[src/cpu_pkg.sv]
//////////////////////////////////////////////////
// CPU package for the multicycle MIPS subset core
// Opcodes, ALU ops, sequencer states, control word
//////////////////////////////////////////////////
package cpu_pkg;

	localparam int XLEN       = 32;
	localparam int REG_ADDR_W = 5;
	localparam int BE_W       = 4;
	localparam int V0_IDX     = 2;

	typedef enum logic [5:0] {
		OP_SPECIAL = 6'h00,
		OP_J       = 6'h02,
		OP_BEQ     = 6'h04,
		OP_BNE     = 6'h05,
		OP_ADDIU   = 6'h09,
		OP_ORI     = 6'h0d,
		OP_LUI     = 6'h0f,
		OP_LW      = 6'h23,
		OP_LBU     = 6'h24,
		OP_SB      = 6'h28,
		OP_SW      = 6'h2b
	} op_e;

	typedef enum logic [5:0] {
		F_JR   = 6'h08,
		F_ADDU = 6'h21,
		F_SUBU = 6'h23,
		F_AND  = 6'h24,
		F_OR   = 6'h25,
		F_XOR  = 6'h26,
		F_SLT  = 6'h2a
	} funct_e;

	typedef enum logic [2:0] {
		ALU_ADD, ALU_SUB, ALU_AND, ALU_OR, ALU_XOR, ALU_SLT, ALU_LUI
	} alu_op_e;

	typedef enum logic [2:0] {
		S_IDLE_RESET, S_FETCH, S_EXEC, S_MEM, S_HALTED
	} bus_state_e;

	typedef struct packed {
		alu_op_e alu_op;
		logic    use_imm;
		logic    zero_ext;  // ORI
		logic    dest_rt;
		logic    reg_write;
		logic    mem_read;
		logic    mem_write;
		logic    mem_byte;
		logic    branch_eq;
		logic    branch_ne;
		logic    jump;
		logic    jump_reg;
	} ctrl_t;

endpackage

[src/mem_port_if.sv]
//////////////////////////////////////////////////
// One memory request and its response
//////////////////////////////////////////////////
`timescale 1ns/1ps

interface mem_port_if import cpu_pkg::*; ();
	logic            req_read;
	logic            req_write;
	logic [XLEN-1:0] addr;
	logic [XLEN-1:0] wdata;
	logic [BE_W-1:0] be;
	logic [XLEN-1:0] rdata;
	logic            done;  // One cycle, transfer completes on this edge

	modport requester (
		output req_read, req_write, addr, wdata, be,
		input  rdata, done
	);

	modport bus (
		input  req_read, req_write, addr, wdata, be,
		output rdata, done
	);
endinterface

[src/bus_sequencer.sv]
//////////////////////////////////////////////////
// Bus sequencer: steps FETCH, EXEC and MEM and
// shares the Avalon master between fetch and data
//////////////////////////////////////////////////
`timescale 1ns/1ps

module bus_sequencer import cpu_pkg::*; (
	input  logic            clk,
	input  logic            rst_n,
	mem_port_if.bus         fetch,
	mem_port_if.bus         data,
	output logic [XLEN-1:0] address,
	output logic [XLEN-1:0] writedata,
	output logic            read,
	output logic            write,
	output logic [BE_W-1:0] byteenable,
	input  logic            waitrequest,
	input  logic [XLEN-1:0] readdata,
	input  logic            halt_req,
	output bus_state_e      state,
	output logic            active
);
	bus_state_e state_next;
	logic       data_phase;
	logic       xfer_done;

	assign data_phase = (state == S_MEM);

	// Pins follow the port of the current phase
	assign address    = data_phase ? data.addr  : fetch.addr;
	assign writedata  = data_phase ? data.wdata : fetch.wdata;
	assign byteenable = data_phase ? data.be    : fetch.be;

	assign xfer_done  = (read | write) & ~waitrequest;
	assign fetch.done = xfer_done & (state == S_FETCH);
	assign data.done  = xfer_done & data_phase;
	assign fetch.rdata = readdata;
	assign data.rdata  = readdata;

	always_comb begin
		state_next = state;
		case (state)
			S_IDLE_RESET: state_next = S_FETCH;
			S_FETCH: if (fetch.done) state_next = S_EXEC;
			S_EXEC: begin
				if (halt_req)
					state_next = S_HALTED;
				else if (data.req_read | data.req_write)
					state_next = S_MEM;
				else
					state_next = S_FETCH;
			end
			S_MEM: if (data.done) state_next = S_FETCH;
			S_HALTED: state_next = S_HALTED;  // Only reset leaves
			default: state_next = S_IDLE_RESET;
		endcase
	end

	always_ff @(posedge clk or negedge rst_n) begin
		if (!rst_n) begin
			state  <= S_IDLE_RESET;
			read   <= 1'b0;
			write  <= 1'b0;
			active <= 1'b1;
		end else begin
			state  <= state_next;
			active <= (state_next != S_HALTED);
			// Strobes rise on phase entry, fall on completion
			if (state_next == S_FETCH && state != S_FETCH) begin
				read  <= fetch.req_read;
				write <= fetch.req_write;
			end else if (state_next == S_MEM && state != S_MEM) begin
				read  <= data.req_read;
				write <= data.req_write;
			end else if (xfer_done) begin
				read  <= 1'b0;
				write <= 1'b0;
			end
		end
	end

endmodule

[src/program_counter.sv]
//////////////////////////////////////////////////
// Program counter with branch, jump and halt detect
//////////////////////////////////////////////////
`timescale 1ns/1ps

module program_counter import cpu_pkg::*; #(
	parameter logic [XLEN-1:0] RESET_VECTOR
) (
	input  logic            clk,
	input  logic            rst_n,
	input  bus_state_e      state,
	input  ctrl_t           ctrl,
	input  logic            branch_taken,
	input  logic [XLEN-1:0] imm,
	input  logic [25:0]     target_index,
	input  logic [XLEN-1:0] rs_value,
	output logic [XLEN-1:0] pc,
	output logic            halt_req
);
	logic [XLEN-1:0] pc_plus4;
	logic [XLEN-1:0] branch_target;
	logic [XLEN-1:0] jump_target;
	logic [XLEN-1:0] pc_next;

	assign pc_plus4      = pc + 32'd4;
	assign branch_target = pc_plus4 + {imm[XLEN-3:0], 2'b00};
	assign jump_target   = {pc_plus4[31:28], target_index, 2'b00};  // Same 256MB region

	assign halt_req = (state == S_EXEC) && ctrl.jump_reg && (rs_value == '0);

	always_comb begin
		if (ctrl.jump_reg)
			pc_next = rs_value;
		else if (ctrl.jump)
			pc_next = jump_target;
		else if (branch_taken)
			pc_next = branch_target;
		else
			pc_next = pc_plus4;
	end

	// Steps once per instruction; a data phase never reads the PC
	always_ff @(posedge clk or negedge rst_n) begin
		if (!rst_n)
			pc <= RESET_VECTOR;
		else if (state == S_EXEC && !halt_req)
			pc <= pc_next;
	end

endmodule

[src/instr_decoder.sv]
//////////////////////////////////////////////////
// Instruction decoder: control word, immediate and
// destination register
//////////////////////////////////////////////////
`timescale 1ns/1ps

module instr_decoder import cpu_pkg::*; (
	input  logic [XLEN-1:0]       instr,
	output ctrl_t                 ctrl,
	output logic [XLEN-1:0]       imm,
	output logic [REG_ADDR_W-1:0] dest
);
	op_e    op;
	funct_e funct;

	assign op    = op_e'(instr[31:26]);
	assign funct = funct_e'(instr[5:0]);

	always_comb begin
		ctrl = '0;
		case (op)
			OP_SPECIAL: begin
				ctrl.reg_write = 1'b1;
				case (funct)
					F_ADDU: ctrl.alu_op = ALU_ADD;
					F_SUBU: ctrl.alu_op = ALU_SUB;
					F_AND:  ctrl.alu_op = ALU_AND;
					F_OR:   ctrl.alu_op = ALU_OR;
					F_XOR:  ctrl.alu_op = ALU_XOR;
					F_SLT:  ctrl.alu_op = ALU_SLT;
					F_JR: begin
						ctrl.reg_write = 1'b0;
						ctrl.jump_reg  = 1'b1;
					end
					default: ctrl.reg_write = 1'b0;  // Unsupported funct runs as a nop
				endcase
			end
			OP_ADDIU: {ctrl.use_imm, ctrl.dest_rt, ctrl.reg_write} = 3'b111;
			OP_ORI: begin
				ctrl.alu_op = ALU_OR;
				{ctrl.use_imm, ctrl.zero_ext, ctrl.dest_rt, ctrl.reg_write} = 4'b1111;
			end
			OP_LUI: begin
				ctrl.alu_op = ALU_LUI;
				{ctrl.use_imm, ctrl.dest_rt, ctrl.reg_write} = 3'b111;
			end
			OP_LW:  {ctrl.use_imm, ctrl.dest_rt, ctrl.reg_write, ctrl.mem_read} = 4'b1111;
			OP_LBU: begin
				{ctrl.use_imm, ctrl.dest_rt, ctrl.reg_write, ctrl.mem_read} = 4'b1111;
				ctrl.mem_byte = 1'b1;
			end
			OP_SW:  {ctrl.use_imm, ctrl.mem_write} = 2'b11;
			OP_SB:  {ctrl.use_imm, ctrl.mem_write, ctrl.mem_byte} = 3'b111;
			OP_BEQ: ctrl.branch_eq = 1'b1;
			OP_BNE: ctrl.branch_ne = 1'b1;
			OP_J:   ctrl.jump = 1'b1;
			default: ctrl = '0;
		endcase
	end

	assign imm  = ctrl.zero_ext ? {16'b0, instr[15:0]} : {{16{instr[15]}}, instr[15:0]};
	assign dest = ctrl.dest_rt ? instr[20:16] : instr[15:11];

endmodule

[src/reg_file.sv]
//////////////////////////////////////////////////
// 32 x 32 register file, $0 reads zero, v0 tap
//////////////////////////////////////////////////
`timescale 1ns/1ps

module reg_file import cpu_pkg::*; (
	input  logic                  clk,
	input  logic                  rst_n,
	input  logic [REG_ADDR_W-1:0] rs_addr,
	input  logic [REG_ADDR_W-1:0] rt_addr,
	input  logic [REG_ADDR_W-1:0] wr_addr,
	input  logic                  wr_en,
	input  logic [XLEN-1:0]       wr_data,
	output logic [XLEN-1:0]       rs_data,
	output logic [XLEN-1:0]       rt_data,
	output logic [XLEN-1:0]       v0
);
	logic [XLEN-1:0] regs [0:(1 << REG_ADDR_W)-1];

	always_ff @(posedge clk or negedge rst_n) begin
		if (!rst_n) begin
			for (int i = 0; i < (1 << REG_ADDR_W); i++)
				regs[i] <= '0;
		end else if (wr_en && wr_addr != '0) begin
			regs[wr_addr] <= wr_data;
		end
	end

	assign rs_data = regs[rs_addr];
	assign rt_data = regs[rt_addr];
	assign v0      = regs[V0_IDX];  // Register output, moves on clock edges only

endmodule

[src/alu.sv]
//////////////////////////////////////////////////
// ALU for the kept operations plus equality flag
//////////////////////////////////////////////////
`timescale 1ns/1ps

module alu import cpu_pkg::*; (
	input  alu_op_e         op,
	input  logic [XLEN-1:0] a,
	input  logic [XLEN-1:0] b,
	output logic [XLEN-1:0] y,
	output logic            equal
);
	logic lt_signed;

	assign lt_signed = ($signed(a) < $signed(b));

	always_comb begin
		case (op)
			ALU_ADD: y = a + b;
			ALU_SUB: y = a - b;
			ALU_AND: y = a & b;
			ALU_OR:  y = a | b;
			ALU_XOR: y = a ^ b;
			ALU_SLT: y = {{(XLEN-1){1'b0}}, lt_signed};
			ALU_LUI: y = {b[15:0], 16'b0};
			default: y = '0;
		endcase
	end

	// BEQ and BNE compare rs with rt
	assign equal = (a == b);

endmodule

[src/load_store_unit.sv]
//////////////////////////////////////////////////
// Load/store unit: word address, byte lanes and
// zero-extended LBU result
//////////////////////////////////////////////////
`timescale 1ns/1ps

module load_store_unit import cpu_pkg::*; (
	input  logic            clk,
	input  logic            rst_n,
	input  bus_state_e      state,
	input  ctrl_t           ctrl,
	input  logic [XLEN-1:0] eff_addr,
	input  logic [XLEN-1:0] store_data,
	mem_port_if.requester   port,
	output logic [XLEN-1:0] load_data
);
	logic            in_access;
	logic [BE_W-1:0] be_next;
	logic [XLEN-1:0] wdata_next;
	logic [1:0]      lane_q;
	logic            byte_q;
	logic [7:0]      load_byte;

	assign in_access      = (state == S_EXEC) || (state == S_MEM);
	assign port.req_read  = in_access & ctrl.mem_read;
	assign port.req_write = in_access & ctrl.mem_write;

	always_comb begin
		if (ctrl.mem_byte) begin
			be_next    = BE_W'(1) << eff_addr[1:0];  // One-hot lane
			wdata_next = {4{store_data[7:0]}};
		end else begin
			be_next    = '1;
			wdata_next = store_data;
		end
	end

	// Request fields captured in EXEC, held through MEM
	always_ff @(posedge clk) begin
		if (state == S_EXEC) begin
			port.addr  <= {eff_addr[XLEN-1:2], 2'b00};
			port.be    <= be_next;
			port.wdata <= wdata_next;
		end
	end

	always_ff @(posedge clk or negedge rst_n) begin
		if (!rst_n) begin
			lane_q <= '0;
			byte_q <= 1'b0;
		end else if (state == S_EXEC) begin
			lane_q <= eff_addr[1:0];
			byte_q <= ctrl.mem_byte;
		end
	end

	assign load_byte = port.rdata[lane_q*8 +: 8];
	assign load_data = byte_q ? {{(XLEN-8){1'b0}}, load_byte} : port.rdata;

endmodule

[src/mips_cpu_bus.sv]
//////////////////////////////////////////////////
// MIPS subset core on one Avalon-MM master port
//////////////////////////////////////////////////
`timescale 1ns/1ps

module mips_cpu_bus import cpu_pkg::*; #(
	parameter logic [XLEN-1:0] RESET_VECTOR = 32'hBFC00000
) (
	input  logic        clk,
	input  logic        rst_n,
	output logic        active,
	output logic [31:0] register_v0,
	output logic [31:0] address,
	output logic [31:0] writedata,
	output logic        write,
	output logic        read,
	input  logic        waitrequest,
	output logic [3:0]  byteenable,
	input  logic [31:0] readdata
);
	mem_port_if fetch_port ();
	mem_port_if data_port ();

	bus_state_e            state;
	ctrl_t                 ctrl;
	logic                  halt_req;
	logic                  branch_taken;
	logic                  equal;
	logic                  rf_wr_en;
	logic [REG_ADDR_W-1:0] dest;
	logic [XLEN-1:0]       instr_q;
	logic [XLEN-1:0]       pc;
	logic [XLEN-1:0]       imm;
	logic [XLEN-1:0]       rs_data;
	logic [XLEN-1:0]       rt_data;
	logic [XLEN-1:0]       alu_b;
	logic [XLEN-1:0]       alu_y;
	logic [XLEN-1:0]       load_data;
	logic [XLEN-1:0]       rf_wr_data;

	// Fetch is always a full word read at the PC
	assign fetch_port.req_read  = 1'b1;
	assign fetch_port.req_write = 1'b0;
	assign fetch_port.addr      = pc;
	assign fetch_port.wdata     = '0;
	assign fetch_port.be        = '1;

	always_ff @(posedge clk) begin
		if (fetch_port.done)
			instr_q <= fetch_port.rdata;
	end

	assign alu_b        = ctrl.use_imm ? imm : rt_data;
	assign branch_taken = (ctrl.branch_eq & equal) | (ctrl.branch_ne & ~equal);

	// ALU results land in EXEC, loads when the data read completes
	assign rf_wr_en   = ctrl.mem_read ? data_port.done :
		((state == S_EXEC) & ctrl.reg_write);
	assign rf_wr_data = ctrl.mem_read ? load_data : alu_y;

	bus_sequencer u_seq (
		.clk(clk), .rst_n(rst_n),
		.fetch(fetch_port), .data(data_port),
		.address(address), .writedata(writedata),
		.read(read), .write(write), .byteenable(byteenable),
		.waitrequest(waitrequest), .readdata(readdata),
		.halt_req(halt_req), .state(state), .active(active)
	);

	program_counter #(.RESET_VECTOR(RESET_VECTOR)) u_pc (
		.clk(clk), .rst_n(rst_n), .state(state), .ctrl(ctrl),
		.branch_taken(branch_taken), .imm(imm), .target_index(instr_q[25:0]),
		.rs_value(rs_data), .pc(pc), .halt_req(halt_req)
	);

	instr_decoder u_dec (.instr(instr_q), .ctrl(ctrl), .imm(imm), .dest(dest));

	reg_file u_rf (
		.clk(clk), .rst_n(rst_n),
		.rs_addr(instr_q[25:21]), .rt_addr(instr_q[20:16]), .wr_addr(dest),
		.wr_en(rf_wr_en), .wr_data(rf_wr_data),
		.rs_data(rs_data), .rt_data(rt_data), .v0(register_v0)
	);

	alu u_alu (.op(ctrl.alu_op), .a(rs_data), .b(alu_b), .y(alu_y), .equal(equal));

	load_store_unit u_lsu (
		.clk(clk), .rst_n(rst_n), .state(state), .ctrl(ctrl),
		.eff_addr(alu_y), .store_data(rt_data),
		.port(data_port), .load_data(load_data)
	);

endmodule

[config.mk]
export PLATFORM = sky130hd
export DESIGN_NAME = mips_cpu_bus
export DESIGN_NICKNAME = d
export VERILOG_FILES = /design/src/cpu_pkg.sv /design/src/mem_port_if.sv /design/src/bus_sequencer.sv /design/src/program_counter.sv /design/src/instr_decoder.sv /design/src/reg_file.sv /design/src/alu.sv /design/src/load_store_unit.sv /design/src/mips_cpu_bus.sv
export SDC_FILE = /design/constraint.sdc
export NUM_CORES = 2
export LEC_CHECK = 0
export BUFFER_PORTS_ARGS = -buffer_cell sky130_fd_sc_hd__buf_2
export CORE_ASPECT_RATIO = 0.9
export CORE_MARGIN = 10
export CORE_UTILIZATION = 50
export DETAILED_ROUTE_END_ITERATION = 10
export PLACE_DENSITY = 0.75
export SLEW_MARGIN = 10
export SYNTH_ARGS = -nofsm -noshare
export SYNTH_HDL_FRONTEND = slang
export SYNTH_SLANG_ARGS = --single-unit
[constraint.sdc]
create_clock -name clk -period 6.2 [get_ports clk]
set_clock_uncertainty 0.1 [all_clocks]
set_input_delay 0.93 -clock clk [delete_from_list [all_inputs] [get_ports clk]]
set_output_delay 0.93 -clock clk [all_outputs]
set_load 0.05 [all_outputs]
* Word-level counts from Yosys, hierarchy flattened
Index checks and enable logic that the tools add are counted.
Word-level totals: flip-flop bits (word level) 1163, bits of input ports 35, output and inout port bits 103, word-level logic and storage cells 175
Operators by class: add/subtract/negate cells 4, magnitude comparators 5, equality and inequality tests 33, shifts and indexed selects 2, multiplexer cells 48, bitwise logic cells 19, reduce and logical (&&, ||, !) cells 21
Operators with widths (number):
- 1024-bit bitwise mux | 1
- 32-bit 2-to-1 mux | 15
- 32-bit binary-select mux with 5-bit select | 2
- 32-bit one-hot mux with 7 select lines | 1
- 32-bit demux with 5-bit select | 1
- 32-bit adder | 2
- 6-bit == test, second input constant | 10
- 32-bit by 3-bit adder with 32-bit output, second input constant | 1
- 32-bit AND | 1
- 32-bit == test | 1
- 32-bit zero test | 1
- 32-bit < comparator | 1
- 32-bit bitwise OR | 1
- 32-bit by 6-bit variable part select with 8-bit output | 1
- 32-bit subtractor | 1
- 32-bit bitwise XOR | 1
- 3-bit one-hot mux with 5 select lines | 2
- 6-bit by 4-bit == test with 1-bit output, second input constant | 4
- 6-bit >= comparator, second input constant | 3
- 1-bit 2-to-1 mux | 18
- 5-bit NOT with 6-bit output | 3
- 3-bit by 2-bit == test with 1-bit output, second input constant | 5
- 3-bit == test, second input constant | 4
- 6-bit by 3-bit == test with 1-bit output, second input constant | 2
- other kinds (27) | 50

* Longest topological paths before layout
depth after elaboration 12, gate-level depth with buffers 24, depth with buffers taken out 19

* Modules after synthesis
A second synthesis with hierarchy kept.
Unflattened totals: cells, all modules 6635, area, all modules 73342.8 µm²
Modules (own cells, without submodules):
- reg_file | times used 1, cells an instance 4633, area each 56156.4 µm², seq. area each 25624.6 µm²
- alu | times used 1, cells an instance 846, area each 5474.0 µm², seq. area each 0.0 µm²
- program_counter | times used 1, cells an instance 576, area each 4324.1 µm², seq. area each 812.0 µm²
- load_store_unit | times used 1, cells an instance 209, area each 2997.9 µm², seq. area each 2057.0 µm²
- mips_cpu_bus | times used 1, cells an instance 109, area each 2062.0 µm², seq. area each 960.9 µm²
- bus_sequencer | times used 1, cells an instance 173, area each 1666.6 µm², seq. area each 151.4 µm²
- instr_decoder | times used 1, cells an instance 89, area each 661.9 µm², seq. area each 0.0 µm²

* Worst setup path before layout
OpenSTA, ideal clock, no wires.
path kind reg2reg, start point register instr_q[16], end point register u_rf.regs[860] in the netlist's numbering, library setup time 0.137 ns, data arrival time 6.063 ns, required time 5.963 ns, slack -0.100 ns, cell stages (with the launch flop) 24, path buffers 7, period minus slack after synthesis 6.300 ns, cell sequence edfxtp_1 clkbuf_1 buf_2 buf_2 buf_1 buf_1 mux4_2 mux4_2 nand2_1 nand2_1 o21a_1 ha_1 clkbuf_1 or2_2 a21o_1 a41oi_1 o31a_1 o21ai_0 a41o_1 a221oi_1 o41ai_1 a211oi_2 buf_2 a21oi_1
On the way: word-level cells in the longest chain between the ends 9, elaborated cells on any way between the ends 22, classes of those cells 2 x add/sub; 2 x order compare; 10 x mux; 5 x bitwise; 3 x reduce/logical
RTL lines:
- start: declaration | RTL line mips_cpu_bus.sv:31 | logic [XLEN-1:0] instr_q;
- start signal: assignment | RTL line mips_cpu_bus.sv:50 | instr_q <= fetch_port.rdata;
- 5-bit NOT with 6-bit output (not written as such) | RTL line reg_file.sv:30 | assign rt_data = regs[rt_addr];
- 32-bit binary-select mux with 5-bit select | RTL line reg_file.sv:30
- 32-bit 2-to-1 mux (not written as such) (2 in series) | RTL line reg_file.sv:30
- 32-bit 2-to-1 mux | RTL line mips_cpu_bus.sv:53 | assign alu_b = ctrl.use_imm ? imm : rt_data;
- 32-bit subtractor (tied with other cells) | RTL line alu.sv:20 | ALU_SUB: y = a - b;
- 32-bit one-hot mux with 7 select lines | RTL line alu.sv:18 | case (op)
- 32-bit 2-to-1 mux | RTL line mips_cpu_bus.sv:59 | assign rf_wr_data = ctrl.mem_read ? load_data : alu_y;
- 1024-bit bitwise mux | RTL line reg_file.sv:25 | regs[wr_addr] <= wr_data;
- end signal: indexed assignment | RTL line reg_file.sv:25
- end: declaration | RTL line reg_file.sv:18 | logic [XLEN-1:0] regs [0:(1 << REG_ADDR_W)-1];
Parallel ways exist; a longest one is shown, timed or not. The select of a mux whose other input is x is not followed. A chain may end at the register's enable or synchronous reset.

* Worst setup path after layout
start point register instr_q[16], end point register u_pc.pc[6]
On the way: word-level cells in the longest chain between the ends 12, elaborated cells on any way between the ends 13, classes of those cells 1 x eq/ne; 7 x mux; 5 x bitwise
RTL lines:
- 5-bit NOT with 6-bit output (not written as such) * | RTL line reg_file.sv:30
- 32-bit binary-select mux with 5-bit select * | RTL line reg_file.sv:30
- 32-bit 2-to-1 mux (not written as such) * (2 in series) | RTL line reg_file.sv:30
- 32-bit 2-to-1 mux * | RTL line mips_cpu_bus.sv:53
- 32-bit == test * | RTL line alu.sv:31 | assign equal = (a == b);
- 1-bit NOT | RTL line mips_cpu_bus.sv:54 | assign branch_taken = (ctrl.branch_eq & equal) | (ctrl.branch_ne & ~equal);
- 1-bit AND | RTL line mips_cpu_bus.sv:54
- 1-bit bitwise OR * | RTL line mips_cpu_bus.sv:54
- 32-bit 2-to-1 mux * | RTL line program_counter.sv:36 | else if (branch_taken)
- 32-bit 2-to-1 mux * | RTL line program_counter.sv:34 | else if (ctrl.jump)
- 32-bit 2-to-1 mux * | RTL line program_counter.sv:32 | if (ctrl.jump_reg)
- end signal: assignment | RTL line program_counter.sv:47 | pc <= pc_next;
- end: declaration | RTL line program_counter.sv:17 | output logic [XLEN-1:0] pc,
Mark *: on every way between the ends. The rest lies on a longest branch, timed or not. The select of a mux whose other input is x is not followed.

==> run summary <==
The routability congestion estimate was 1.07; the final clock period utilization by the worst path was 0.994. Counting every sink on the clock net gives 1,163. Prior to clock tree synthesis, the placed netlist has a worst setup slack of -967 ps. The worst min-delay path class was input port to flop. The depth of the worst register-to-register path was 20; the post-synthesis net count was 6,679. Port buffering added 137 buffers.

Post-synthesis async set-or-reset flop share: 0.916. The flip-flop and latch count after synthesis is 1,163. Measured along the x axis, the die boundary spans 407 µm. TritonCTS built the clock tree.

Using the TritonRoute via totals, the vias-per-cell ratio works out to 6.84. From bottom edge to top edge, the die measures 368 µm. Fill cells in the final layout number 10,700.

The run gives 112 mm as the total met2 wirelength after detailed routing. By area the synthesized netlist is led by sky130_fd_sc_hd__dfrtp_1 (39%), sky130_fd_sc_hd__mux4_2 (18%), sky130_fd_sc_hd__a21oi_1 (6.5%). In the detailed route, the total length drawn on met3 is 36.9 mm.

The primary flip-flop cell chosen by synthesis mapping is sky130_fd_sc_hd__dfrtp_1. For the total routing usage reported by global routing, the log shows 0.346. For the pin with the worst max-slew slack, the measured transition is 1240 ps. For the worst-skew pair, the clock arrives at the later sink with an insertion delay of 820 ps. Cell chosen for the clock root: sky130_fd_sc_hd__clkbuf_16.

The highest metal layer with signal wires was met5. Setup-violating endpoint count in the final report: 0. For this design the static power due to leakage is 33.9 nW. The worst-case headroom to the max-slew limit came out at 0.174. STA puts the critical path data arrival time at 6680 ps. The net count of the finished layout is 6,828. The number of placed I/O pins is 138, and the required time of the critical path is 6720 ps.

The most numerous cell in the Yosys netlist is sky130_fd_sc_hd__dfrtp_1. After routing, the total negative slack on setup checks comes to 0 ps. The number of global-route vias before repair is 56,800, and the number of library cell types mapped by synthesis is 98. Worst path setup slack after routing: 35.5 ps.

Entering global routing, the biggest net connects 159 pins. The tools report the launching element type of the critical path as a flop. The total overflow left after global routing is 0.

The worst hold path stage count was 1. The synthesized cell area is 0.0674 mm². The detailed router put a total of 96.0 mm of wire on met1.

The run gives 0 as the final-report hold violation count. The detailed-route via count was 58,200; the layout-stage area growth over the synthesis result was 15.0%. For the clock tree buffer depth, the log shows 3. Sorting the synthesized cells by how often they occur yields sky130_fd_sc_hd__dfrtp_1 (1,055), sky130_fd_sc_hd__nor2_1 (888), sky130_fd_sc_hd__a21oi_1 (869). The mean instance size in the synthesized netlist was 10.3 µm²; the first-pass GRT wire length was 385 mm.

The maximum fanout encountered on the critical timing path was 16. The critical path class is flop to flop. The layout cell share with drive strength beyond 1 was 0.235; the share of Yosys cell area claimed by the top area cell type was 0.392. Subtracting the final worst setup slack from the clock period gives 6160 ps. In this run the power density over the cells is 342 mW/mm². Total clock buffers created by CTS: 117.

The core outline area is 0.133 mm². The worst setup path is captured at a flop. The floorplan has 127 rows.

After detailed routing, the number of remaining DRC violations is 0. The tools report the fraction of the yosys area taken by sequential cells as 0.440. The count of routing violations after the opening detailed-route iteration was 8,400. The initial standard-cell utilization of the core came out at 0.505. Across the VDD grid, the largest voltage drop is 0.274 mV.

Full die area: 0.150 mm². The number of antenna violations at the first check in global routing is 9, and the number of flops mapped to enable cells by yosys is 98. The number of H-tree levels is 3, and the post-route antenna net violation count is 0.

For this block, the routed nets add up to 266 mm of wire. The final number of max-transition violations is 0, and the length of the first detailed-routing pass in iterations is 7. The run finished with clean final reports. The number of violations of the max-capacitance limit is 0, and the clock transition at the registers of the reported paths is 60 ps. The count of yosys warnings during synthesis came out at 0.

In the synthesized netlist, the number of instances is 6,514. Static timing analysis puts the maximum clock frequency at 0.162 GHz. The core utilization of the finished layout is 0.580. Detailed placement finished with a half-perimeter wire length of 184 mm.

In the final routed layout, each cell accounts on average for 31.3 µm. The library cell occupying the most area in the post-synthesis netlist is sky130_fd_sc_hd__dfrtp_1.
-- per-layer routing --
| layer | track usage | vias to the layer above |
|---|---|---|
| met5 | 0.0107 | - |
| met4 | 0.212 | 18 |
| met3 | 0.119 | 1098 |
| met2 | 0.497 | 4389 |
| met1 | 0.449 | 28700 |
| li1 | - | 24000 |
-- cell families after synthesis --
| logic type | share of synthesized area |
|---|---|
| AO/OA/AOI/OAI | 0.157 |
| multiplexers | 0.203 |
| flip-flops | 0.440 |
| adder cells (fa/ha/maj) | 0.0245 |
| buffers and inverters | 0.0497 |
| XOR/XNOR | 0.00806 |
| AND/OR/NAND/NOR | 0.118 |
-- what timing repair did --
action / CTS / global route
setup buffers: 0 / 23
endpoints found under the hold margin: 1 / 0
cloned: 3 / 6
hold buffers: 1 / 0
gates resized for setup: 22 / 33
pin swaps: 3 / 5
endpoints found under the setup margin: 140 / 497
-- cells in the final DEF (no fill, tap or decap), types with 24 or more instances in the layout --
cell type,count
sky130_fd_sc_hd__dfrtp_1,1055
sky130_fd_sc_hd__a21oi_1,868
sky130_fd_sc_hd__nor2_1,862
sky130_fd_sc_hd__nand2_1,622
sky130_fd_sc_hd__mux4_2,531
sky130_fd_sc_hd__buf_4,424
sky130_fd_sc_hd__o21ai_0,371
sky130_fd_sc_hd__mux2i_1,136
sky130_fd_sc_hd__buf_2,136
sky130_fd_sc_hd__inv_1,134
sky130_fd_sc_hd__ha_1,126
sky130_fd_sc_hd__clkbuf_16,126
sky130_fd_sc_hd__edfxtp_1,98
sky130_fd_sc_hd__buf_12,81
sky130_fd_sc_hd__a22oi_1,74
sky130_fd_sc_hd__a31oi_1,60
sky130_fd_sc_hd__nand3_1,55
sky130_fd_sc_hd__and2_1,51
sky130_fd_sc_hd__o21ai_1,45
sky130_fd_sc_hd__xnor2_1,43
sky130_fd_sc_hd__a211oi_1,42
sky130_fd_sc_hd__o211ai_1,41
sky130_fd_sc_hd__nor3_1,36
sky130_fd_sc_hd__a21o_1,31
sky130_fd_sc_hd__o22ai_1,31
sky130_fd_sc_hd__clkbuf_8,30
sky130_fd_sc_hd__mux2_2,26
sky130_fd_sc_hd__o21a_1,26
sky130_fd_sc_hd__clkinv_2,25
sky130_fd_sc_hd__and3_1,24
-- stage by stage --
stage,power (mW),std cells,hold WS (ps),area [µm²]
floorplan,14.5,6514,338,67400
global placement,18.2,8252,277,72500
global route,27.3,8507,279,77500
detailed placement,18.3,8252,287,72500
finish,26.5,8509,288,77500
CTS,26.1,8478,268,76900
-- power breakdown --
| part | total [mW] | switching, mW | internal (mW) | leakage (nW) |
|---|---|---|---|---|
| registers | 8.75 | 0.536 | 8.21 | 15.6 |
| clock network | 7.74 | 3.30 | 4.43 | 2.08 |
| logic | 10.0 | 6.41 | 3.62 | 16.2 |
-- registers in the layout (all words and copies together), names as in the netlist, 2 cells and up --
name and cells:
u_rf.v0 32, u_rf.regs 992, u_seq.state 3, u_lsu.lane_q 2, u_pc.pc 32, instr_q 32
u_lsu.port.be 4, u_lsu.port.wdata 32, u_lsu.port.addr 30
-- critical path, stage by stage, from the launching register on --
cell	delay [ps]
sky130_fd_sc_hd__edfxtp_1	480
sky130_fd_sc_hd__buf_8	220
sky130_fd_sc_hd__buf_16	200
sky130_fd_sc_hd__buf_16	160
sky130_fd_sc_hd__mux4_2	530
sky130_fd_sc_hd__mux4_2	510
sky130_fd_sc_hd__mux2i_4	220
sky130_fd_sc_hd__buf_6	180
sky130_fd_sc_hd__a21oi_1	140
sky130_fd_sc_hd__ha_1	350
sky130_fd_sc_hd__or3_1	390
sky130_fd_sc_hd__or4_4	500
sky130_fd_sc_hd__buf_4	170
sky130_fd_sc_hd__nor4_4	280
sky130_fd_sc_hd__buf_4	180
sky130_fd_sc_hd__xor2_2	160
sky130_fd_sc_hd__nand3_2	120
sky130_fd_sc_hd__buf_12	180
sky130_fd_sc_hd__a211oi_4	490
sky130_fd_sc_hd__o221ai_4	250
sky130_fd_sc_hd__o21a_1	160
-- layout make-up --
type                            count  area [µm²]  share of cell area
Antenna cell                        2        5.00           0.0000646
Clock buffer                      171        3490              0.0451
Clock inverter                     51         714             0.00922
Inverter                          139         524             0.00677
Multi-Input combinational cell   4580       35000               0.452
Sequential cell                  1163       29600               0.382
Tap cell                         1741        2180              0.0281
Timing Repair Buffer              662        5930              0.0766
-- worst paths after layout --
| kind | start | to | slack, ps |
|---|---|---|---|
| setup / recovery | instr_q[16] | u_pc.pc[6] | 40 |
| hold / removal | readdata[3] | instr_q[3] | 290 |
| setup reg to reg | instr_q[16] | u_pc.pc[6] | 40 |
| hold reg to reg | u_rf.regs[995] | u_rf.regs[995] | 300 |
| max in group asynchronous | rst_n | u_rf.regs[451] | 3910 |
| min in group asynchronous | rst_n | u_rf.regs[308] | 560 |
No activity file was read; power rests on OpenSTA's default activity.
